`src/verilog/mxu_defines.svh`:
```
// array geometry, datapath widths, result queue depth and bus word addresses
`ifndef MXU_DEFINES_SVH
`define MXU_DEFINES_SVH

// array shape
`define MXU_ROWS        4   // rows, one activation lane each
`define MXU_TILE_COLS   2   // columns in one tile
`define MXU_COLS        4   // columns over both tiles

// datapath
`define MXU_ACC_W       18  // column sum, four int8 products fit
`define MXU_Q_DEPTH     4   // result queue entries
`define MXU_CNT_W       3   // holds 0..MXU_Q_DEPTH
`define MXU_ADR_W       4   // wishbone word address bits

// wishbone word addresses
`define MXU_ADDR_WEIGHT 4'd0
`define MXU_ADDR_ACT    4'd1
`define MXU_ADDR_CTRL   4'd2
`define MXU_ADDR_STATUS 4'd3
`define MXU_ADDR_RES    4'd4 // base of four result columns

`endif

```
`src/verilog/mxu_pkg.sv`:
```
// package with byte vector, control word, write word union, row input, tile output and result
`include "mxu_defines.svh"

package mxu_pkg;

    // four int8 lanes, lane 0 in the low byte
    // weight row (lane = column) or activation vector (lane = row)
    typedef struct packed {
        logic [`MXU_ROWS-1:0][7:0] lane; // cast lanes with $signed where used
    } mxu_vec8_t;

    // control word written to MXU_ADDR_CTRL
    typedef struct packed {
        logic [29:0] rsvd;    // reserved, ignored
        logic        flush_q; // bit 1, empty the result queue
        logic        clear_w; // bit 0, zero every stationary weight
    } mxu_ctrl_t;

    // one bus write word, seen either as bytes or as a command
    typedef union packed {
        mxu_vec8_t vec;
        mxu_ctrl_t ctrl;
    } mxu_wdata_u;

    // skewed input of one array row
    typedef struct packed {
        logic signed [7:0] data;
        logic              valid;
    } mxu_row_t;

    // bottom edge of one tile
    typedef struct packed {
        logic [`MXU_TILE_COLS-1:0][`MXU_ACC_W-1:0] sum;   // signed column sums
        logic [`MXU_TILE_COLS-1:0]                 valid; // per column
    } mxu_tile_out_t;

    // one complete result vector
    typedef struct packed {
        logic [`MXU_COLS-1:0][`MXU_ACC_W-1:0] col; // signed, col 0 in the low bits
    } mxu_result_t;

endpackage

```
`src/verilog/mxu_collector.sv`:
```
// column deskew for both tiles, result assembly and four-entry result queue
`timescale 1ns/1ps
`include "mxu_defines.svh"

module mxu_collector (
    input  logic                   clk,
    input  logic                   rst_n,
    input  mxu_pkg::mxu_tile_out_t tile0,      // columns 0 and 1
    input  mxu_pkg::mxu_tile_out_t tile1,      // columns 2 and 3
    input  logic                   q_flush,
    input  logic                   res_pop,
    output logic [`MXU_CNT_W-1:0]  q_count,
    output mxu_pkg::mxu_result_t   q_head,     // oldest entry
    output logic                   done_pulse  // one vector stored
);

    localparam int PTR_W = $clog2(`MXU_Q_DEPTH);

    logic [1:0]                  c0_v;   // local column 0 of each tile, one cycle late
    logic [1:0][`MXU_ACC_W-1:0]  c0_s;
    mxu_pkg::mxu_result_t        res_in; // aligned columns
    logic                        res_vld;
    mxu_pkg::mxu_result_t        res_r;  // result register ahead of the queue
    logic                        res_rv;
    mxu_pkg::mxu_result_t        mem [`MXU_Q_DEPTH];
    logic [PTR_W-1:0]            wr_ptr;
    logic [PTR_W-1:0]            rd_ptr;
    logic                        do_pop;

    always_ff @(posedge clk or negedge rst_n) begin
        if (!rst_n) begin
            c0_v   <= '0;
            res_rv <= 1'b0;
        end else begin
            c0_v   <= {tile1.valid[0], tile0.valid[0]};
            res_rv <= res_vld;
        end
    end

    always_ff @(posedge clk) begin
        c0_s  <= {tile1.sum[0], tile0.sum[0]};
        res_r <= res_in;
    end

    // every column now carries the same vector
    assign res_in.col[0] = c0_s[0];
    assign res_in.col[1] = tile0.sum[1];
    assign res_in.col[2] = c0_s[1];
    assign res_in.col[3] = tile1.sum[1];
    assign res_vld       = (&c0_v) && tile0.valid[1] && tile1.valid[1];

    // credit at the bus keeps the queue from filling, so every result is stored
    assign done_pulse = res_rv;
    assign do_pop     = res_pop && (q_count != '0);
    assign q_head     = mem[rd_ptr];

    always_ff @(posedge clk or negedge rst_n) begin
        if (!rst_n) begin
            wr_ptr  <= '0;
            rd_ptr  <= '0;
            q_count <= '0;
        end else if (q_flush) begin // drops everything, a result arriving now too
            wr_ptr  <= '0;
            rd_ptr  <= '0;
            q_count <= '0;
        end else begin
            if (res_rv) wr_ptr <= wr_ptr + 1'b1;
            if (do_pop) rd_ptr <= rd_ptr + 1'b1;
            case ({res_rv, do_pop})
                2'b10:   q_count <= q_count + 1'b1;
                2'b01:   q_count <= q_count - 1'b1;
                default: q_count <= q_count;
            endcase
        end
    end

    always_ff @(posedge clk) begin
        if (res_rv) mem[wr_ptr] <= res_r;
    end

endmodule

```
`src/verilog/mxu_pe.sv`:
```
// multiply-accumulate cell with stationary weight, data and valid pass-through
`timescale 1ns/1ps
`include "mxu_defines.svh"

module mxu_pe (
    input  logic                         clk,
    input  logic                         rst_n,
    input  logic signed [7:0]            data_in,   // activation from the left
    input  logic                         valid_in,  // travels with data_in
    input  logic signed [`MXU_ACC_W-1:0] sum_in,    // partial sum from above
    input  logic signed [7:0]            w_in,      // weight from the cell above
    input  logic                         w_shift,   // move weights down one row
    input  logic                         w_clear,   // zero the weight
    output logic signed [7:0]            data_out,  // to the cell on the right
    output logic                         valid_out,
    output logic signed [`MXU_ACC_W-1:0] sum_out,   // to the cell below
    output logic signed [7:0]            w_out      // current weight, feeds the row below
);

    logic signed [7:0]            weight; // stationary operand
    logic signed [`MXU_ACC_W-1:0] mac;

    // all operands signed, so both sides extend to the sum width before the multiply
    assign mac   = sum_in + data_in * weight;
    assign w_out = weight;

    // weight register, the whole column shifts together on w_shift
    always_ff @(posedge clk or negedge rst_n) begin
        if (!rst_n) begin
            weight <= '0;
        end else if (w_clear) begin
            weight <= '0;
        end else if (w_shift) begin
            weight <= w_in; // cell above's old value, or the new row at the top
        end
    end

    // valid flag moves right one cell per cycle
    always_ff @(posedge clk or negedge rst_n) begin
        if (!rst_n) begin
            valid_out <= 1'b0;
        end else begin
            valid_out <= valid_in;
        end
    end

    // data and sum only move with a valid beat
    always_ff @(posedge clk) begin
        if (valid_in) begin
            data_out <= data_in;
            sum_out  <= mac;
        end
    end

endmodule

```
`src/verilog/mxu_tile.sv`:
```
// four by two tile of cells with weight shift chain and bottom column sums
`timescale 1ns/1ps
`include "mxu_defines.svh"

module mxu_tile (
    input  logic                                  clk,
    input  logic                                  rst_n,
    input  mxu_pkg::mxu_row_t [`MXU_ROWS-1:0]     rows,    // skewed activations
    input  logic [`MXU_TILE_COLS-1:0][7:0]        w_row,   // new top weights, signed
    input  logic                                  w_shift,
    input  logic                                  w_clear,
    output mxu_pkg::mxu_tile_out_t                out
);

    // cell outputs, indexed [row][col]
    logic signed [7:0]            dat_o [`MXU_ROWS][`MXU_TILE_COLS];
    logic                         vld_o [`MXU_ROWS][`MXU_TILE_COLS];
    logic signed [`MXU_ACC_W-1:0] sum_o [`MXU_ROWS][`MXU_TILE_COLS];
    logic signed [7:0]            w_o   [`MXU_ROWS][`MXU_TILE_COLS];

    for (genvar r = 0; r < `MXU_ROWS; r++) begin : g_row
        for (genvar j = 0; j < `MXU_TILE_COLS; j++) begin : g_col
            logic signed [7:0]            d_i;
            logic                         v_i;
            logic signed [`MXU_ACC_W-1:0] s_i;
            logic signed [7:0]            w_i;

            if (j == 0) begin : g_left // left edge takes the row input
                assign d_i = rows[r].data;
                assign v_i = rows[r].valid;
            end else begin : g_inner
                assign d_i = dat_o[r][j-1];
                assign v_i = vld_o[r][j-1];
            end

            if (r == 0) begin : g_top // top sums start at zero
                assign s_i = '0;
                assign w_i = w_row[j];
            end else begin : g_below
                assign s_i = sum_o[r-1][j];
                assign w_i = w_o[r-1][j];
            end

            mxu_pe u_pe (
                .clk      (clk),
                .rst_n    (rst_n),
                .data_in  (d_i),
                .valid_in (v_i),
                .sum_in   (s_i),
                .w_in     (w_i),
                .w_shift  (w_shift),
                .w_clear  (w_clear),
                .data_out (dat_o[r][j]),   // unused in the rightmost column
                .valid_out(vld_o[r][j]),
                .sum_out  (sum_o[r][j]),
                .w_out    (w_o[r][j])      // unused in the bottom row
            );
        end
    end

    // bottom row, column j leaves j cycles after column 0
    for (genvar j = 0; j < `MXU_TILE_COLS; j++) begin : g_bottom
        assign out.sum[j]   = sum_o[`MXU_ROWS-1][j];
        assign out.valid[j] = vld_o[`MXU_ROWS-1][j];
    end

endmodule

```
`src/verilog/mxu_top.sv`:
```
// top level with the wishbone slave, two array tiles and the result collector
`timescale 1ns/1ps
`include "mxu_defines.svh"

module mxu_top (
    input  logic                  clk,
    input  logic                  rst_n,
    input  logic                  cyc,
    input  logic                  stb,
    input  logic                  we,
    input  logic [`MXU_ADR_W-1:0] adr,
    input  logic [31:0]           dat_w,
    output logic [31:0]           dat_r,
    output logic                  ack
);

    mxu_pkg::mxu_row_t [`MXU_ROWS-1:0] rows; // shared by both tiles
    mxu_pkg::mxu_vec8_t                w_row;
    logic                              w_shift;
    logic                              w_clear;
    logic                              q_flush;
    logic                              res_pop;
    logic                              done_pulse;
    logic [`MXU_CNT_W-1:0]             q_count;
    mxu_pkg::mxu_result_t              q_head;
    mxu_pkg::mxu_tile_out_t            tile0_out;
    mxu_pkg::mxu_tile_out_t            tile1_out;

    mxu_wb_regs u_regs (
        .clk(clk), .rst_n(rst_n),
        .cyc(cyc), .stb(stb), .we(we), .adr(adr),
        .dat_w(dat_w), .dat_r(dat_r), .ack(ack),
        .rows(rows), .w_row(w_row), .w_shift(w_shift), .w_clear(w_clear),
        .q_flush(q_flush), .q_count(q_count), .q_head(q_head),
        .res_pop(res_pop), .done_pulse(done_pulse)
    );

    // weight lanes 0-1 go to the left tile, 2-3 to the right
    mxu_tile u_tile0 (
        .clk(clk), .rst_n(rst_n), .rows(rows), .w_row(w_row.lane[1:0]),
        .w_shift(w_shift), .w_clear(w_clear), .out(tile0_out)
    );

    mxu_tile u_tile1 (
        .clk(clk), .rst_n(rst_n), .rows(rows), .w_row(w_row.lane[3:2]),
        .w_shift(w_shift), .w_clear(w_clear), .out(tile1_out)
    );

    mxu_collector u_coll (
        .clk(clk), .rst_n(rst_n), .tile0(tile0_out), .tile1(tile1_out),
        .q_flush(q_flush), .res_pop(res_pop), .q_count(q_count),
        .q_head(q_head), .done_pulse(done_pulse)
    );

endmodule

```
`src/verilog/mxu_wb_regs.sv`:
```
// wishbone classic slave, write decode, activation skew, weight shifts and in-flight credit
`timescale 1ns/1ps
`include "mxu_defines.svh"

module mxu_wb_regs (
    input  logic                              clk,
    input  logic                              rst_n,
    input  logic                              cyc,
    input  logic                              stb,
    input  logic                              we,
    input  logic [`MXU_ADR_W-1:0]             adr,
    input  logic [31:0]                       dat_w,
    output logic [31:0]                       dat_r,
    output logic                              ack,
    output mxu_pkg::mxu_row_t [`MXU_ROWS-1:0] rows,      // skewed into both tiles
    output mxu_pkg::mxu_vec8_t                w_row,     // weight row for the top cells
    output logic                              w_shift,   // one cycle per weight write
    output logic                              w_clear,
    output logic                              q_flush,
    input  logic [`MXU_CNT_W-1:0]             q_count,
    input  mxu_pkg::mxu_result_t              q_head,
    output logic                              res_pop,   // reading column 3 pops
    input  logic                              done_pulse // a vector reached the queue
);

    mxu_pkg::mxu_wdata_u      wd;        // write word, bytes or command
    logic                     accept;    // ack goes high on this edge
    logic                     wr_acc;
    logic                     rd_acc;
    logic                     act_wr;
    logic                     hold;      // activation write waits for queue room
    logic [`MXU_CNT_W-1:0]    in_flight; // vectors between bus and queue
    logic [`MXU_CNT_W:0]      occupancy;
    logic [`MXU_ADR_W-1:0]    res_off;   // column index when reading results
    logic                     is_res;
    logic [`MXU_ACC_W-1:0]    res_col;
    logic [31:0]              rd_mux;
    logic                     act_v;     // capture stage of an activation vector
    mxu_pkg::mxu_vec8_t       act_q;

    assign wd = dat_w;

    // room check counts both queued results and vectors still in the array
    assign occupancy = {1'b0, in_flight} + {1'b0, q_count};
    assign hold      = we && (adr == `MXU_ADDR_ACT) && (occupancy >= `MXU_Q_DEPTH);

    // the transfer is taken when ack rises, the master may drop stb right after
    assign accept = cyc && stb && !ack && !hold;
    assign wr_acc = accept && we;
    assign rd_acc = accept && !we;
    assign act_wr = wr_acc && (adr == `MXU_ADDR_ACT);

    assign res_off = adr - `MXU_ADDR_RES;      // wraps high below the result base
    assign is_res  = res_off < `MXU_COLS;
    assign res_col = q_head.col[res_off[$clog2(`MXU_COLS)-1:0]];
    assign res_pop = rd_acc && (res_off == `MXU_COLS - 1);

    always_comb begin
        rd_mux = '0; // unmapped and empty reads return zero
        if (adr == `MXU_ADDR_STATUS) begin
            rd_mux = 32'(q_count);
        end else if (is_res && (q_count != '0)) begin
            rd_mux = {{(32 - `MXU_ACC_W){res_col[`MXU_ACC_W-1]}}, res_col}; // sign extend
        end
    end

    // one-cycle ack and the control pulses
    always_ff @(posedge clk or negedge rst_n) begin
        if (!rst_n) begin
            ack     <= 1'b0;
            w_shift <= 1'b0;
            w_clear <= 1'b0;
            q_flush <= 1'b0;
            act_v   <= 1'b0;
        end else begin
            ack     <= accept;
            w_shift <= wr_acc && (adr == `MXU_ADDR_WEIGHT);
            w_clear <= wr_acc && (adr == `MXU_ADDR_CTRL) && wd.ctrl.clear_w;
            q_flush <= wr_acc && (adr == `MXU_ADDR_CTRL) && wd.ctrl.flush_q;
            act_v   <= act_wr;
        end
    end

    always_ff @(posedge clk) begin
        if (rd_acc) dat_r <= rd_mux; // held through the ack cycle
        if (wr_acc && (adr == `MXU_ADDR_WEIGHT)) w_row <= wd.vec;
        if (act_wr) act_q <= wd.vec;
    end

    // credit, up on an accepted vector and down when the collector stores one
    always_ff @(posedge clk or negedge rst_n) begin
        if (!rst_n) begin
            in_flight <= '0;
        end else begin
            case ({act_wr, done_pulse})
                2'b10:   in_flight <= in_flight + 1'b1;
                2'b01:   in_flight <= in_flight - 1'b1;
                default: in_flight <= in_flight; // none, or one in and one out
            endcase
        end
    end

    // triangular delay line, row r gets r + 1 stages after the capture register
    for (genvar r = 0; r < `MXU_ROWS; r++) begin : g_skew
        logic [r:0]      v_sr;
        logic [r:0][7:0] d_sr;

        always_ff @(posedge clk or negedge rst_n) begin
            if (!rst_n) begin
                v_sr <= '0;
            end else begin
                v_sr[0] <= act_v;
                for (int k = 1; k <= r; k++) begin
                    v_sr[k] <= v_sr[k-1];
                end
            end
        end

        always_ff @(posedge clk) begin
            d_sr[0] <= act_q.lane[r];
            for (int k = 1; k <= r; k++) begin
                d_sr[k] <= d_sr[k-1];
            end
        end

        assign rows[r].valid = v_sr[r];
        assign rows[r].data  = d_sr[r];
    end

endmodule
```
`config.mk`:
```
export PLATFORM = sky130hd
export DESIGN_NAME = mxu_top
export DESIGN_NICKNAME = d
export VERILOG_FILES = /design/src/verilog/mxu_pkg.sv /design/src/verilog/mxu_collector.sv /design/src/verilog/mxu_pe.sv /design/src/verilog/mxu_tile.sv /design/src/verilog/mxu_top.sv /design/src/verilog/mxu_wb_regs.sv
export VERILOG_INCLUDE_DIRS = /design/src /design/src/verilog
export SDC_FILE = /design/constraint.sdc
export NUM_CORES = 2
export LEC_CHECK = 0
export BUFFER_PORTS_ARGS = -buffer_cell sky130_fd_sc_hd__buf_2
export CAP_MARGIN = 30
export CORE_UTILIZATION = 45
export CTS_CLUSTER_SIZE = 24
export DETAILED_ROUTE_END_ITERATION = 16
export PLACE_DENSITY = 0.72
export SYNTH_ARGS = -nofsm -noshare
export SYNTH_HDL_FRONTEND = slang
export SYNTH_SLANG_ARGS = --single-unit
```
`constraint.sdc`:
```
create_clock -name clk -period 8.75 [get_ports clk]
set_input_delay 1.75 -clock clk [delete_from_list [all_inputs] [get_ports clk]]
set_output_delay 1.75 -clock clk [all_outputs]
set_load 0.05 [all_outputs]
```
==> summary.log <==
INFO  global_route   track_usage=19.0%
INFO  placement      hpwlAfterDp=127mm
INFO  cts            cts_inserted_buffers=105
INFO  critical_path  max_stage_delay=0.59ns
INFO  finish         multi_input_area=46700um^2
INFO  cts            post_cts.repair.setup_buffers=0
INFO  placement      placed_cells_incl_taps=9401
INFO  die            die-area=181000um^2
INFO  critical_path  setup.worst_path.class=reg2reg
INFO  worst_hold_path hold_critical_path_depth=0
INFO  sta            finalMaxSlewViolations=0
INFO  critical_path  crit_path_max_fanout=17
INFO  yosys          synth.cell_area=80500um^2
INFO  worst_hold_path hold_path_startpoint=u_regs.g_skew[3].d_sr[5]
INFO  cts            cts_sinks=1020
INFO  die            initial_utilization=45.5%
INFO  sta            worst_clock_skew=0.0499ns
INFO  finish         num-fill-cells=15500
INFO  yosys          synthesis.nets=8758
INFO  yosys          synthMostInstantiatedCell=sky130_fd_sc_hd__inv_1
INFO  finish         stdcell_count=9604
INFO  die            die-height=425um
INFO  die            rows=154
INFO  sta            relSlewSlack=35.1%
INFO  cts            cts_root_buffer=sky130_fd_sc_hd__clkbuf_16
INFO  yosys          synth_edf_count=682
INFO  route          drt-vias-per-instance=5.13
INFO  critical_path  reg2reg_depth=22
INFO  die            pin_count=74
INFO  yosys          dominantRegCellSynth=sky130_fd_sc_hd__edfxtp_1
INFO  critical_path  timing.critical_path.cells=and2_1 > fa_1 > inv_1 > fa_1 > inv_1 > fa_1 > inv_1 > fa_1 > inv_1 > ha_1 > a21oi_1 > nor2_1 > a311o_1 > o31ai_4 > xnor2_1 > ha_1 > nand3_1 > or4b_1 > a31oi_1 > nand2b_1 > a31oi_1 > xnor2_1
INFO  yosys          synth.lib_cells_used.distinct=79
INFO  yosys          synth_top_area_cell=sky130_fd_sc_hd__edfxtp_1
INFO  yosys          yosysSeqAreaShare=34.8%
INFO  critical_path  timing.critical_path.to_type=flop
INFO  run            cap_violations=0
INFO  yosys          asyncSetResetFlopFracSynth=14.7%
INFO  cts            clock_tree_from_tritoncts=yes
INFO  placement      io_port_bufs=73
INFO  yosys          avgSynthCellArea=11.3um^2
INFO  critical_path  worst-endpoint-required=9.24ns
INFO  sta            layout_worst_path_cycle_share=72.4%
INFO  global_route   grt_pass1_vias=51900
INFO  finish         post_route_cells_drive_above_1_share=5.69%
INFO  finish         flow.area_growth_from_synthesis=8.19%
INFO  critical_path  r2r_start=u_regs.rows[24]
INFO  yosys          synthesis.instances=7152
INFO  cts            cts_hold_buffers=0
INFO  sta            final.setup.tns=0ns
INFO  worst_hold_path holdCritPathClass=reg2reg
INFO  route          drt-total-wl=167mm
INFO  critical_path  worst_ep_arrival_time=6.83ns
INFO  sta            setup-violations-final=0
INFO  yosys          synth.cells.most_frequent=sky130_fd_sc_hd__inv_1, sky130_fd_sc_hd__fa_1, sky130_fd_sc_hd__edfxtp_1
INFO  pwr            p_per_area=134nW/um^2
INFO  yosys          synth_top_area_share=25.5%
INFO  pwr            vdd_drop_max=0.185mV
INFO  finish         nNetsFinal=8776
INFO  critical_path  regToRegSetupSlack=2.42ns
INFO  route          drt.antenna.violating_nets=0
INFO  sta            worst_pin_slew=0.973ns
INFO  sta            achievable-frequency=0.158GHz
INFO  critical_path  setup.worst_path.start=u_regs.rows[24]
INFO  route          wl_per_cell=17.4um
INFO  critical_path  worst_path_max_delay_cell=sky130_fd_sc_hd__or4b_1
INFO  yosys          synth-warning-count=0
INFO  route          routed-via-count=49200
INFO  finish         seqCellArea=28000um^2
INFO  global_route   grt_total_ovfl=0
INFO  worst_hold_path min_delay_worst_endpoint=u_regs.g_skew[3].d_sr[13]
INFO  route          drcViolationCount=0
INFO  sta            timing_hold_violations_final=0
INFO  route          drt_pass1_iterations=5
INFO  die            floorplan.core_area=177000um^2
INFO  cts            clkSlewWorstSetupHoldPaths=0.06ns
INFO  critical_path  critical_path.startpoint_type=flop
INFO  pwr            cellLeakagePower=39.8nW
INFO  sta            fin_crit_period=6.33ns
INFO  global_route   number_of_antenna_violations_at_the_first_check_in_global_routing=5
INFO  outcome        run_status=completed
INFO  critical_path  r2r-end=u_tile1.g_row[2].g_col[0].u_pe.sum_out[17]
INFO  placement      place_congestion=0.866
INFO  yosys          synth-seq-cells=1020
INFO  cts            cts-htree-levels=3
INFO  sta            unrepaired_setup_endpoints_after_global_routing=false
INFO  yosys          synth_top_cells_by_area=sky130_fd_sc_hd__edfxtp_1, sky130_fd_sc_hd__fa_1, sky130_fd_sc_hd__ha_1
INFO  global_route   maximum_number_of_pins_on_one_net_before_global_route_repair=118
INFO  cts            clk_path_buf_depth=3
INFO  cts            clk-insertion-delay-late=0.75ns
INFO  cts            ctsResizeCount=0
INFO  die            floorplan.die.width=425um
INFO  global_route   grt_first_pass_wirelength=272mm
INFO  route          drt_iter0_markers=2733
-- critical path: cells and delay by family, from the launching register on --
| kind | cells | cell delay (ns) |
|---|---|---|
| AND/OR/NAND/NOR | 5 | 1.20 |
| flip-flops | 1 | 0.50 |
| adder cells (fa/ha/maj) | 6 | 2.75 |
| XOR/XNOR | 2 | 0.24 |
| AO/OA/AOI/OAI | 5 | 1.21 |
| buffers and inverters | 4 | 0.20 |
-- where the power goes --
group | switching, mW | total, mW | internal, mW
registers | 0.101 | 5.32 | 5.22
logic | 0.941 | 1.68 | 0.736
clock network | 2.01 | 4.69 | 2.68
-- routing by layer --
layer	up-vias	part of all wire (%)	GRT usage [%]
li1	23000	-	-
met1	25000	45	25.8
met2	973	48	31.9
met3	226	4.5	2.76
met4	2	2.6	5.23
met5	-	0.0078	0
-- stage by stage --
step / hold WS [ns] / util (%) / power (mW) / worst slack [ns] / area [um^2]
5_1_grt: 0.310 / 49.2 / 12.2 / 1.96 / 87100
4_1_cts: 0.307 / 49.2 / 11.8 / 2.43 / 87000
6_report: 0.303 / 49.2 / 11.7 / 2.42 / 87100
3_5_place_dp: 0.312 / 47.1 / 7.10 / 2.46 / 83300
2_1_floorplan: 0.310 / - / 6.69 / 2.92 / 80500
3_3_place_gp: 0.310 / 47.0 / 7.04 / 2.53 / 83200
-- flip-flops by register name, indices dropped and copies added, names as in the netlist, 2 cells and up --
| name | count |
|---|---|
| u_tile1.g_row.g_col.u_pe.data_out | 32 |
| u_tile1.g_row.g_col.u_pe.sum_out | 140 |
| u_tile0.g_row.g_col.u_pe.w_out | 64 |
| u_regs.in_flight | 3 |
| u_regs.w_row | 32 |
| u_regs.act_q | 32 |
| u_tile0.g_row.g_col.u_pe.sum_out | 140 |
| u_coll.c0_s | 36 |
| u_coll.rd_ptr | 2 |
| u_coll.q_count | 3 |
| u_coll.res_r | 72 |
| u_regs.rows | 24 |
| u_tile1.g_row.g_col.u_pe.valid_out | 2 |
| u_regs.dat_r | 18 |
| u_tile1.g_row.g_col.u_pe.w_out | 64 |
| u_coll.wr_ptr | 2 |
| u_regs.g_skew.d_sr | 56 |
| u_coll.mem | 288 |
| u_regs.g_skew.v_sr | 4 |
-- cells by family (layout without fill, tap and decap cells) --
family / Yosys count / in the layout / synth area share [%]
multiplexers: 224 / 224 / 4.19
flip-flops: 1020 / 1020 / 34.8
XOR/XNOR: 435 / 435 / 4.79
buffers and inverters: 1529 / 1639 / 7.21
AO/OA/AOI/OAI: 751 / 751 / 5.96
adder cells (fa/ha/maj): 1565 / 1565 / 32.7
AND/OR/NAND/NOR: 1628 / 1628 / 10.4
other: 0 / 2 / 0
-- worst max-delay path by stage --
| stage | end | cells after the start |
|---|---|---|
| after CTS | u_tile1.g_row[2].g_col[0].u_pe.sum_out[17] | 22 |
| after floorplan | u_tile1.g_row[2].g_col[0].u_pe.sum_out[17] | 23 |
| after global placement | u_tile1.g_row[2].g_col[0].u_pe.sum_out[17] | 22 |
| after global routing | u_tile1.g_row[2].g_col[0].u_pe.sum_out[17] | 21 |
| after detailed placement | u_tile1.g_row[2].g_col[0].u_pe.sum_out[17] | 22 |
| final | u_tile1.g_row[2].g_col[0].u_pe.sum_out[17] | 22 |
-- cells in the final DEF (no fill, tap or decap), types with 23 or more instances in the layout --
cell | netlist | layout
sky130_fd_sc_hd__and2_1 | 662 | 658
sky130_fd_sc_hd__o21a_1 | 52 | 52
sky130_fd_sc_hd__nor2b_1 | 51 | 51
sky130_fd_sc_hd__xor2_1 | 81 | 81
sky130_fd_sc_hd__edfxtp_1 | 682 | 682
sky130_fd_sc_hd__nand2_1 | 361 | 361
sky130_fd_sc_hd__o21bai_1 | 58 | 58
sky130_fd_sc_hd__dfrtp_1 | 150 | 142
sky130_fd_sc_hd__o21ai_0 | 133 | 133
sky130_fd_sc_hd__nor3_1 | 23 | 23
sky130_fd_sc_hd__nor2_1 | 353 | 353
sky130_fd_sc_hd__buf_2 | 10 | 72
sky130_fd_sc_hd__mux2i_1 | 133 | 133
sky130_fd_sc_hd__inv_1 | 1339 | 1338
sky130_fd_sc_hd__clkbuf_16 | 0 | 108
sky130_fd_sc_hd__xnor2_1 | 351 | 351
sky130_fd_sc_hd__dfxtp_1 | 188 | 188
sky130_fd_sc_hd__nand3_1 | 29 | 29
sky130_fd_sc_hd__a21oi_1 | 249 | 249
sky130_fd_sc_hd__a21o_1 | 97 | 97
sky130_fd_sc_hd__ha_1 | 671 | 671
sky130_fd_sc_hd__fa_1 | 894 | 894
sky130_fd_sc_hd__mux4_2 | 90 | 90
sky130_fd_sc_hd__nand2b_1 | 91 | 91
-- final cells by class --
class | count | share of cell area (%)
antenna | 2 | 0.00575
clock buffer | 140 | 3.40
clock inverter | 59 | 0.815
inverter | 1339 | 5.77
multi-input combinational | 4603 | 53.6
sequential | 1020 | 32.2
tap | 2340 | 3.36
timing repair buffer | 101 | 0.832
Power figures use the tool's default switching activity.
